`config.mk`:
```
export PLATFORM = sky130hd
export DESIGN_NAME = decodeStage
export DESIGN_NICKNAME = d
export VERILOG_FILES = /design/src/hdl/isaPkg.sv /design/src/hdl/ctrlPkg.sv /design/src/hdl/controlGen.sv /design/src/hdl/decodeOutReg.sv /design/src/hdl/decodeStage.sv /design/src/hdl/immGen.sv /design/src/hdl/instrQueue.sv
export VERILOG_INCLUDE_DIRS = /design/src /design/src/hdl
export SDC_FILE = /design/constraint.sdc
export NUM_CORES = 1
export LEC_CHECK = 0
export ABC_AREA = 1
export BUFFER_PORTS_ARGS = -buffer_cell sky130_fd_sc_hd__buf_2
export CORE_ASPECT_RATIO = 1.75
export CORE_MARGIN = 2
export CORE_UTILIZATION = 40
export CTS_BUF_LIST = sky130_fd_sc_hd__clkbuf_16
export DETAILED_ROUTE_END_ITERATION = 16
export HOLD_SLACK_MARGIN = 0.15
export PLACE_DENSITY = 0.65
export SLEW_MARGIN = 10
export SYNTH_ARGS = -nofsm -noshare
export SYNTH_HDL_FRONTEND = slang
export SYNTH_SLANG_ARGS = --single-unit
```
`constraint.sdc`:
```
create_clock -name clk -period 17.5 [get_ports clk]
set_input_delay 1.75 -clock clk [delete_from_list [all_inputs] [get_ports clk]]
set_output_delay 1.75 -clock clk [all_outputs]
set_load 0.02 [all_outputs]
```
`src/hdl/decode_defs.svh`:
```
`ifndef DECODE_DEFS_SVH
`define DECODE_DEFS_SVH

// data path and pc width
`define XLEN 64

// input queue entries, power of two only
`define QUEUE_DEPTH 4

`endif

```
`src/hdl/isaPkg.sv`:
```
package isaPkg;

    localparam logic [6:0] OP_IMM    = 7'b0010011; // addi sltiu
    localparam logic [6:0] OP_REG    = 7'b0110011; // add sub
    localparam logic [6:0] OP_LUI    = 7'b0110111;
    localparam logic [6:0] OP_AUIPC  = 7'b0010111;
    localparam logic [6:0] OP_JAL    = 7'b1101111;
    localparam logic [6:0] OP_JALR   = 7'b1100111;
    localparam logic [6:0] OP_LOAD   = 7'b0000011; // ld
    localparam logic [6:0] OP_STORE  = 7'b0100011; // sd
    localparam logic [6:0] OP_BRANCH = 7'b1100011; // beq bne

    localparam logic [2:0] F3_ADD    = 3'b000; // addi add sub jalr
    localparam logic [2:0] F3_SLTIU  = 3'b011;
    localparam logic [2:0] F3_DWORD  = 3'b011; // ld sd
    localparam logic [2:0] F3_BEQ    = 3'b000;
    localparam logic [2:0] F3_BNE    = 3'b001;
    localparam logic [6:0] F7_ADD    = 7'b0000000;
    localparam logic [6:0] F7_SUB    = 7'b0100000;

    typedef enum logic [2:0] {
        FMT_NONE = 3'd0,
        FMT_R    = 3'd1,
        FMT_I    = 3'd2,
        FMT_S    = 3'd3,
        FMT_B    = 3'd4,
        FMT_U    = 3'd5,
        FMT_J    = 3'd6
    } immFmt_t;

    typedef struct packed {
        logic [6:0] func7;
        logic [4:0] rs2;
        logic [4:0] rs1;
        logic [2:0] func3;
        logic [4:0] rd;
        logic [6:0] opcode;
    } rView_t;

    typedef struct packed {
        logic [11:0] imm12;
        logic [4:0]  rs1;
        logic [2:0]  func3;
        logic [4:0]  rd;
        logic [6:0]  opcode;
    } iView_t;

    typedef struct packed {
        logic [6:0] immHi; // imm[11:5]
        logic [4:0] rs2;
        logic [4:0] rs1;
        logic [2:0] func3;
        logic [4:0] immLo; // imm[4:0]
        logic [6:0] opcode;
    } sView_t;

    typedef struct packed {
        logic       imm12;
        logic [5:0] imm10to5;
        logic [4:0] rs2;
        logic [4:0] rs1;
        logic [2:0] func3;
        logic [3:0] imm4to1;
        logic       imm11;
        logic [6:0] opcode;
    } bView_t;

    typedef struct packed {
        logic [19:0] imm20; // imm[31:12]
        logic [4:0]  rd;
        logic [6:0]  opcode;
    } uView_t;

    typedef struct packed {
        logic       imm20;
        logic [9:0] imm10to1;
        logic       imm11;
        logic [7:0] imm19to12;
        logic [4:0] rd;
        logic [6:0] opcode;
    } jView_t;

    // one 32-bit word, read per format
    typedef union packed {
        rView_t r;
        iView_t i;
        sView_t s;
        bView_t b;
        uView_t u;
        jView_t j;
    } instrWord_u;

endpackage
```
`src/hdl/ctrlPkg.sv`:
```
`include "decode_defs.svh"

package ctrlPkg;

    import isaPkg::*;

    typedef enum logic [3:0] {
        ALU_ADD   = 4'b0000,
        ALU_PASSB = 4'b0001, // operand b straight through
        ALU_SUB   = 4'b1000,
        ALU_SLTU  = 4'b1010
    } aluCtrl_t;

    typedef enum logic {
        A_PC  = 1'b0,
        A_RS1 = 1'b1
    } aluASrc_t;

    typedef enum logic [1:0] {
        B_IMM  = 2'd0,
        B_RS2  = 2'd1,
        B_FOUR = 2'd2 // link address pc+4
    } aluBSrc_t;

    typedef enum logic [2:0] {
        BR_NONE = 3'd0,
        BR_JAL  = 3'd1,
        BR_JALR = 3'd2,
        BR_EQ   = 3'd4,
        BR_NE   = 3'd5
    } branch_t;

    typedef enum logic [2:0] {
        MEM_NONE = 3'd0,
        MEM_D    = 3'd1 // doubleword access
    } memOp_t;

    typedef struct packed {
        aluCtrl_t aluCtrl;
        aluASrc_t aluASrc;
        aluBSrc_t aluBSrc;
        branch_t  branch;
        logic     memWr;
        memOp_t   memOp;
        logic     memToReg;
        logic     regWr;
        immFmt_t  immFmt;
        logic     illegal;
    } ctrlWord_t;

    typedef struct packed {
        logic [`XLEN-1:0] pc;
        instrWord_u       instr;
    } fetchEntry_t;

    typedef struct packed {
        logic [`XLEN-1:0] pc;
        logic [`XLEN-1:0] imm;
        logic [4:0]       rd;
        logic [4:0]       rs1;
        logic [4:0]       rs2;
        ctrlWord_t        ctrl;
    } decoded_t;

endpackage

```
`src/hdl/controlGen.sv`:
```
module controlGen import isaPkg::*, ctrlPkg::*; (
    input  instrWord_u instr,
    output ctrlWord_t  ctrl
);

    immFmt_t fmtByOp;
    logic    illegal;

    // format depends on opcode alone
    always_comb begin
        case (instr.r.opcode)
            OP_IMM:    fmtByOp = FMT_I;
            OP_LOAD:   fmtByOp = FMT_I;
            OP_JALR:   fmtByOp = FMT_I;
            OP_REG:    fmtByOp = FMT_R;
            OP_LUI:    fmtByOp = FMT_U;
            OP_AUIPC:  fmtByOp = FMT_U;
            OP_JAL:    fmtByOp = FMT_J;
            OP_STORE:  fmtByOp = FMT_S;
            OP_BRANCH: fmtByOp = FMT_B;
            default:   fmtByOp = FMT_NONE;
        endcase
    end

    always_comb begin
        ctrl          = '0;
        ctrl.aluCtrl  = ALU_ADD; // common case rs1 + imm
        ctrl.aluASrc  = A_RS1;
        ctrl.aluBSrc  = B_IMM;
        ctrl.branch   = BR_NONE;
        ctrl.memWr    = 1'b0;
        ctrl.memOp    = MEM_NONE;
        ctrl.memToReg = 1'b0;
        illegal       = 1'b0;

        casez ({instr.r.func7, instr.r.func3, instr.r.opcode})
            {7'b???????, F3_ADD, OP_IMM}: begin // addi
            end
            {7'b???????, F3_SLTIU, OP_IMM}: begin
                ctrl.aluCtrl = ALU_SLTU;
            end
            {7'b???????, 3'b???, OP_AUIPC}: begin
                ctrl.aluASrc = A_PC;
            end
            {7'b???????, 3'b???, OP_LUI}: begin
                ctrl.aluCtrl = ALU_PASSB; // imm passes to rd
                ctrl.aluASrc = A_PC;
            end
            {7'b???????, 3'b???, OP_JAL}: begin
                ctrl.aluASrc = A_PC;
                ctrl.aluBSrc = B_FOUR;
                ctrl.branch  = BR_JAL;
            end
            {7'b???????, F3_ADD, OP_JALR}: begin
                ctrl.aluASrc = A_PC;
                ctrl.aluBSrc = B_FOUR;
                ctrl.branch  = BR_JALR;
            end
            {7'b???????, F3_DWORD, OP_STORE}: begin // sd
                ctrl.memWr = 1'b1;
                ctrl.memOp = MEM_D;
            end
            {7'b???????, F3_DWORD, OP_LOAD}: begin // ld
                ctrl.memOp    = MEM_D;
                ctrl.memToReg = 1'b1;
            end
            {F7_ADD, F3_ADD, OP_REG}: begin
                ctrl.aluBSrc = B_RS2;
            end
            {F7_SUB, F3_ADD, OP_REG}: begin
                ctrl.aluCtrl = ALU_SUB;
                ctrl.aluBSrc = B_RS2;
            end
            {7'b???????, F3_BEQ, OP_BRANCH}: begin
                ctrl.aluCtrl = ALU_SUB; // compare by subtraction
                ctrl.aluBSrc = B_RS2;
                ctrl.branch  = BR_EQ;
            end
            {7'b???????, F3_BNE, OP_BRANCH}: begin
                ctrl.aluCtrl = ALU_SUB;
                ctrl.aluBSrc = B_RS2;
                ctrl.branch  = BR_NE;
            end
            default: begin
                ctrl.aluCtrl = ALU_PASSB;
                ctrl.aluASrc = A_PC;
                illegal      = 1'b1;
            end
        endcase

        ctrl.illegal = illegal;
        ctrl.immFmt  = illegal ? FMT_NONE : fmtByOp;
        ctrl.regWr   = !illegal && (fmtByOp inside {FMT_R, FMT_I, FMT_U, FMT_J});
    end

endmodule

```
`src/hdl/decodeOutReg.sv`:
```
module decodeOutReg import ctrlPkg::*; (
    input  logic     clk,
    input  logic     rstN,
    input  logic     inValid,
    input  decoded_t inBundle,
    output logic     pop,
    output logic     outValid,
    input  logic     outReady,
    output decoded_t outBundle
);

    logic     full;
    decoded_t bundleQ;

    // take a new bundle when empty or when the current one leaves
    assign pop       = inValid && (!full || outReady);
    assign outValid  = full;
    assign outBundle = bundleQ;

    always_ff @(posedge clk or negedge rstN) begin
        if (!rstN) begin
            full <= 1'b0;
        end else if (pop) begin
            full <= 1'b1;
        end else if (outReady) begin
            full <= 1'b0; // drained, nothing behind it
        end
    end

    always_ff @(posedge clk) begin
        if (pop) begin
            bundleQ <= inBundle;
        end
    end

    // stalled bundle must not change or vanish
    holdWhileStalled: assert property (
        @(posedge clk) disable iff (!rstN)
        (outValid && !outReady) |=> (outValid && $stable(outBundle))
    ) else $error("decodeOutReg: bundle changed under back-pressure");

endmodule

```
`src/hdl/decodeStage.sv`:
```
`include "decode_defs.svh"

module decodeStage import ctrlPkg::*; (
    input  logic        clk,
    input  logic        rstN,
    input  logic        inValid,
    output logic        inReady,
    input  fetchEntry_t inEntry,
    output logic        outValid,
    input  logic        outReady,
    output decoded_t    outBundle
);

    logic             headValid;
    fetchEntry_t      headEntry;
    logic             headPop;
    ctrlWord_t        ctrlW;
    logic [`XLEN-1:0] immW;
    decoded_t         headBundle;

    instrQueue queue0 (
        .clk       (clk),
        .rstN      (rstN),
        .inValid   (inValid),
        .inReady   (inReady),
        .inEntry   (inEntry),
        .headValid (headValid),
        .headEntry (headEntry),
        .headPop   (headPop)
    );

    controlGen ctrlGen0 (
        .instr (headEntry.instr),
        .ctrl  (ctrlW)
    );

    immGen immGen0 (
        .instr  (headEntry.instr),
        .immFmt (ctrlW.immFmt),
        .imm    (immW)
    );

    // register fields taken raw from the word
    assign headBundle = '{
        pc:   headEntry.pc,
        imm:  immW,
        rd:   headEntry.instr.r.rd,
        rs1:  headEntry.instr.r.rs1,
        rs2:  headEntry.instr.r.rs2,
        ctrl: ctrlW
    };

    decodeOutReg outReg0 (
        .clk       (clk),
        .rstN      (rstN),
        .inValid   (headValid),
        .inBundle  (headBundle),
        .pop       (headPop),
        .outValid  (outValid),
        .outReady  (outReady),
        .outBundle (outBundle)
    );

endmodule

```
`src/hdl/immGen.sv`:
```
`include "decode_defs.svh"

module immGen import isaPkg::*; (
    input  instrWord_u       instr,
    input  immFmt_t          immFmt,
    output logic [`XLEN-1:0] imm
);

    logic signBit;

    assign signBit = instr.r.func7[6]; // instr[31] in every format

    always_comb begin
        case (immFmt)
            FMT_I: imm = {{(`XLEN-12){signBit}}, instr.i.imm12};
            FMT_S: imm = {{(`XLEN-12){signBit}}, instr.s.immHi, instr.s.immLo};
            FMT_B: begin
                imm = {{(`XLEN-13){signBit}}, instr.b.imm12, instr.b.imm11,
                       instr.b.imm10to5, instr.b.imm4to1, 1'b0}; // halfword aligned
            end
            FMT_U: imm = {{(`XLEN-32){signBit}}, instr.u.imm20, 12'b0};
            FMT_J: begin
                imm = {{(`XLEN-21){signBit}}, instr.j.imm20, instr.j.imm19to12,
                       instr.j.imm11, instr.j.imm10to1, 1'b0};
            end
            default: imm = '0; // R and NONE carry no immediate
        endcase
    end

endmodule

```
`src/hdl/instrQueue.sv`:
```
`include "decode_defs.svh"

module instrQueue import ctrlPkg::*; (
    input  logic        clk,
    input  logic        rstN,
    input  logic        inValid,
    output logic        inReady,
    input  fetchEntry_t inEntry,
    output logic        headValid,
    output fetchEntry_t headEntry,
    input  logic        headPop
);

    localparam int PtrW = $clog2(`QUEUE_DEPTH);
    localparam int CntW = PtrW + 1;

    fetchEntry_t         mem [`QUEUE_DEPTH];
    logic [PtrW-1:0]     wrPtr;
    logic [PtrW-1:0]     rdPtr;
    logic [CntW-1:0]     count;
    logic                push;
    logic                pop;

    assign inReady   = (count != CntW'(`QUEUE_DEPTH));
    assign headValid = (count != '0);
    assign headEntry = mem[rdPtr]; // head read straight from storage

    assign push = inValid && inReady;
    assign pop  = headPop && headValid;

    always_ff @(posedge clk) begin
        if (push) begin
            mem[wrPtr] <= inEntry;
        end
    end

    always_ff @(posedge clk or negedge rstN) begin
        if (!rstN) begin
            wrPtr <= '0;
            rdPtr <= '0;
            count <= '0;
        end else begin
            if (push) begin
                wrPtr <= wrPtr + 1'b1; // wraps as depth is a power of two
            end
            if (pop) begin
                rdPtr <= rdPtr + 1'b1;
            end
            case ({push, pop})
                2'b10:   count <= count + 1'b1;
                2'b01:   count <= count - 1'b1;
                default: count <= count; // idle or push and pop together
            endcase
        end
    end

    // the output slot must only retire an entry that exists
    noPopWhenEmpty: assert property (
        @(posedge clk) disable iff (!rstN)
        headPop |-> headValid
    ) else $error("instrQueue: pop while empty");

endmodule

```
==> flow_summary_export.csv <==
group,metric,value,unit
status,status,"finished, final reports clean",
timing,hold_viol,0,
layout,design_area,22900,µm²
layout,final_common_cell,"edfxtp_1",
floorplan,start_util,40.3,%
pwr,p_leak,8.43,nW
grt,grt_max_degree,119,
synth,synth_area_leaders,"edfxtp_1 78%, o21ai_0 4.1%, nor2_1 3.4%, nand2_1 2.5%, o22ai_1 2.5%",
routing,routed_wl,44600,µm
grt,grt_overflow,0,
routing,vias,11400,
timing,max_slew_margin,19.6,%
floorplan,die_area,50800,µm²
setup_path,arrival,5.38,ns
grt,grt_usage,17.4,%
timing,max_freq,0.199,GHz
pwr,p_per_area,188,nW/µm²
floorplan,die_y,297,µm
worst_hold_path,min_from,"queue0.count[0]",
clock_tree,ctsLongestPathBuffers,3,
timing,skew,0.0119,ns
placement,gp_congestion,0.880,
synth,synthCells,1336,
setup_path,path_cells,"clkinv_2 > buf_4 > nand3_1 > nand3_1 > nor2_1 > nand2_1 > inv_1 > nor2_1 > nand3_4 > nand4_1 > o21ai_1",
placement,dpl_cell_area,21300,µm²
placement,port_buffers,261,
layout,utilization,47.2,%
synth,yosysUniqueCellTypes,36,
timing,period_share,28.7,%
floorplan,core-area,48600,µm²
routing,routed_via_density,5.06,
clock_tree,cts_resized,0,
pwr,finalPower,4.31,mW
layout,fin_cells,2251,
worst_hold_path,holdPathStages,1,
synth,syn_area_per_cell,14.7,µm²
layout,num-nets-final,1665,
setup_path,timing.rr.start,"queue0.rdPtr[1]",
routing,drc,0,
synth,seq_area_frac_synth,79.5,%
layout,layout_common_cells,"512 x edfxtp_1, 261 x buf_2, 172 x nor2_1, 159 x o21ai_0, 129 x nand2_1",
layout,drive_gt1_share,24.4,%
setup_path,path_max_fanout,95,
setup_path,crit_path_max_incr_delay,1.22,ns
clock_tree,clkTransAtPathRegs,0.06,ns
timing,final-max-slew-violation-count,0,
floorplan,die_w,171,µm
timing,worst_pin_slew,1.21,ns
timing,grt_setup_unrepaired,"false",
timing,hold_ws,0.480,ns
floorplan,fp-row-count,107,
routing,first_pass_iters,5,
routing,wl_per_cell,19.8,µm
synth,yosys_warnings,0,
timing,setup_viol,0,
setup_path,critPathLaunchType,"flop",
routing,antenna_left,0,
clock_tree,numCtsBuffers,46,
setup_path,endpoint_kind,"flop",
setup_path,cp-startpoint,"queue0.rdPtr[1]",
timing,finalSetupTns,0,ns
clock_tree,cts_tree,"built",
setup_path,cp.required,17.87,ns
grt,grt_pass1_vias,11600,
setup_path,timing.reg2reg.setup_slack,12.49,ns
placement,dp_cells,2164,
synth,yosys_register_bits,520,
timing,setup_slack,12.49,ns
placement,hpwlAfterDp,27500,µm
clock_tree,holdBufCountCts,0,
clock_tree,cts_setup_buffers,0,
synth,synth_top_area_share,78.5,%
layout,nFillCells,4199,
placement,place_ws,12.54,ns
grt,antenna_found_initial,15,
routing,drt_iter0_markers,785,
setup_path,crit_slowest_cell,"dfrtp_4",
clock_tree,cts-htree-levels,2,
grt,grt_pass1_wl,66800,µm
clock_tree,clkSinkCount,520,
timing,fin_crit,5.01,ns
floorplan,ios,265,
setup_path,reg2reg_depth,11,
flow_run,maxCapViolCount,0,
setup_path,path_class,"reg -> reg",
synth,yosys.area.top_type,"edfxtp_1",
clock_tree,clk_latency,0.55,ns
pwr,ir_drop,0.000103,V
worst_hold_path,hold_class,"reg -> reg",
clock_tree,cts-root-buf,"clkbuf_16",
synth,netlist_area,19600,µm²
layout,area_delta_synth_final,17.1,%
worst max-delay path: cells and delay by family, from the launching register on:
| family | cells | cell delay, ns |
|---|---|---|
| buffers and inverters | 3 | 1.78 |
| and+or+nand+nor | 7 | 1.44 |
| DFF | 1 | 1.22 |
| AOI/OAI and AO/OA | 1 | 0.33 |
path summary, 6_finish.rpt:
check / to
setup / recovery: outReg0.outBundle[51]
hold / removal: queue0.count[0]
setup reg to reg: outReg0.outBundle[51]
hold reg to reg: queue0.count[0]
max in group asynchronous: queue0.rdPtr[0]
min in group asynchronous: outReg0.outValid
synth_stat cells:
| cell | number |
|---|---|
| a211oi_1 | 1 |
| a21oi_1 | 20 |
| a31oi_1 | 2 |
| a32oi_1 | 2 |
| buf_1 | 7 |
| buf_2 | 8 |
| buf_4 | 39 |
| buf_6 | 4 |
| clkbuf_1 | 44 |
| conb_1 | 1 |
| dfrtp_1 | 8 |
| edfxtp_1 | 512 |
| fa_1 | 1 |
| ha_1 | 5 |
| inv_1 | 36 |
| inv_2 | 5 |
| nand2_1 | 129 |
| nand2_2 | 7 |
| nand2_4 | 1 |
| nand3_1 | 49 |
| nand3_2 | 12 |
| nand3_4 | 1 |
| nand3b_1 | 1 |
| nand4_1 | 3 |
| nor2_1 | 176 |
| nor2_2 | 3 |
| nor2_8 | 2 |
| nor3_1 | 3 |
| o21a_1 | 1 |
| o21ai_0 | 159 |
| o21ai_1 | 10 |
| o21ai_2 | 1 |
| o22ai_1 | 77 |
| or2_2 | 2 |
| xnor2_1 | 1 |
| xor2_1 | 3 |
cells by family (layout without fill, tap and decap cells):
kind of cell	Yosys count	after routing	share of synthesized area, %
flops	520	520	79.5
simple gates	389	389	8.65
compound gates	273	273	7.56
buf+inv	143	398	3.69
fa+ha+maj	6	6	0.421
xor+xnor	4	4	0.179
other cells	1	7	0.0191
report_power, final:
part / internal [mW] / switching [mW] / total, mW
Sequential: 1.80 / 0.143 / 1.95
Combinational: 0.341 / 0.983 / 1.32
Clock: 0.600 / 0.441 / 1.04
layer usage:
| layer | up-vias | wire [µm] | GRT usage [%] |
|---|---|---|---|
| li1 | 5306 | - | - |
| met1 | 5533 | 16000 | 18.6 |
| met2 | 408 | 23800 | 32.1 |
| met3 | 122 | 2550 | 3.42 |
| met4 | 14 | 2090 | 8.33 |
| met5 | - | 86 | 0 |
registers in the layout, indices dropped and copies added, names as in the netlist:
signal / count
outReg0.outValid: 1
outReg0.outBundle: 128
queue0.mem: 384
queue0.count: 3
queue0.wrPtr: 2
queue0.rdPtr: 2
layout make-up:
cell class | instances | area [µm²] | share of cell area (%)
diodes | 4 | 10.0 | 0.0436
clock buffers | 49 | 1230 | 5.35
clock inverters | 33 | 359 | 1.57
inverters | 41 | 160 | 0.698
multi-input cells | 675 | 3350 | 14.6
flip-flops and latches | 520 | 15600 | 67.9
well taps | 654 | 818 | 3.57
repair buffers | 275 | 1430 | 6.24
Note: power is estimated with default switching activity, not from simulation.
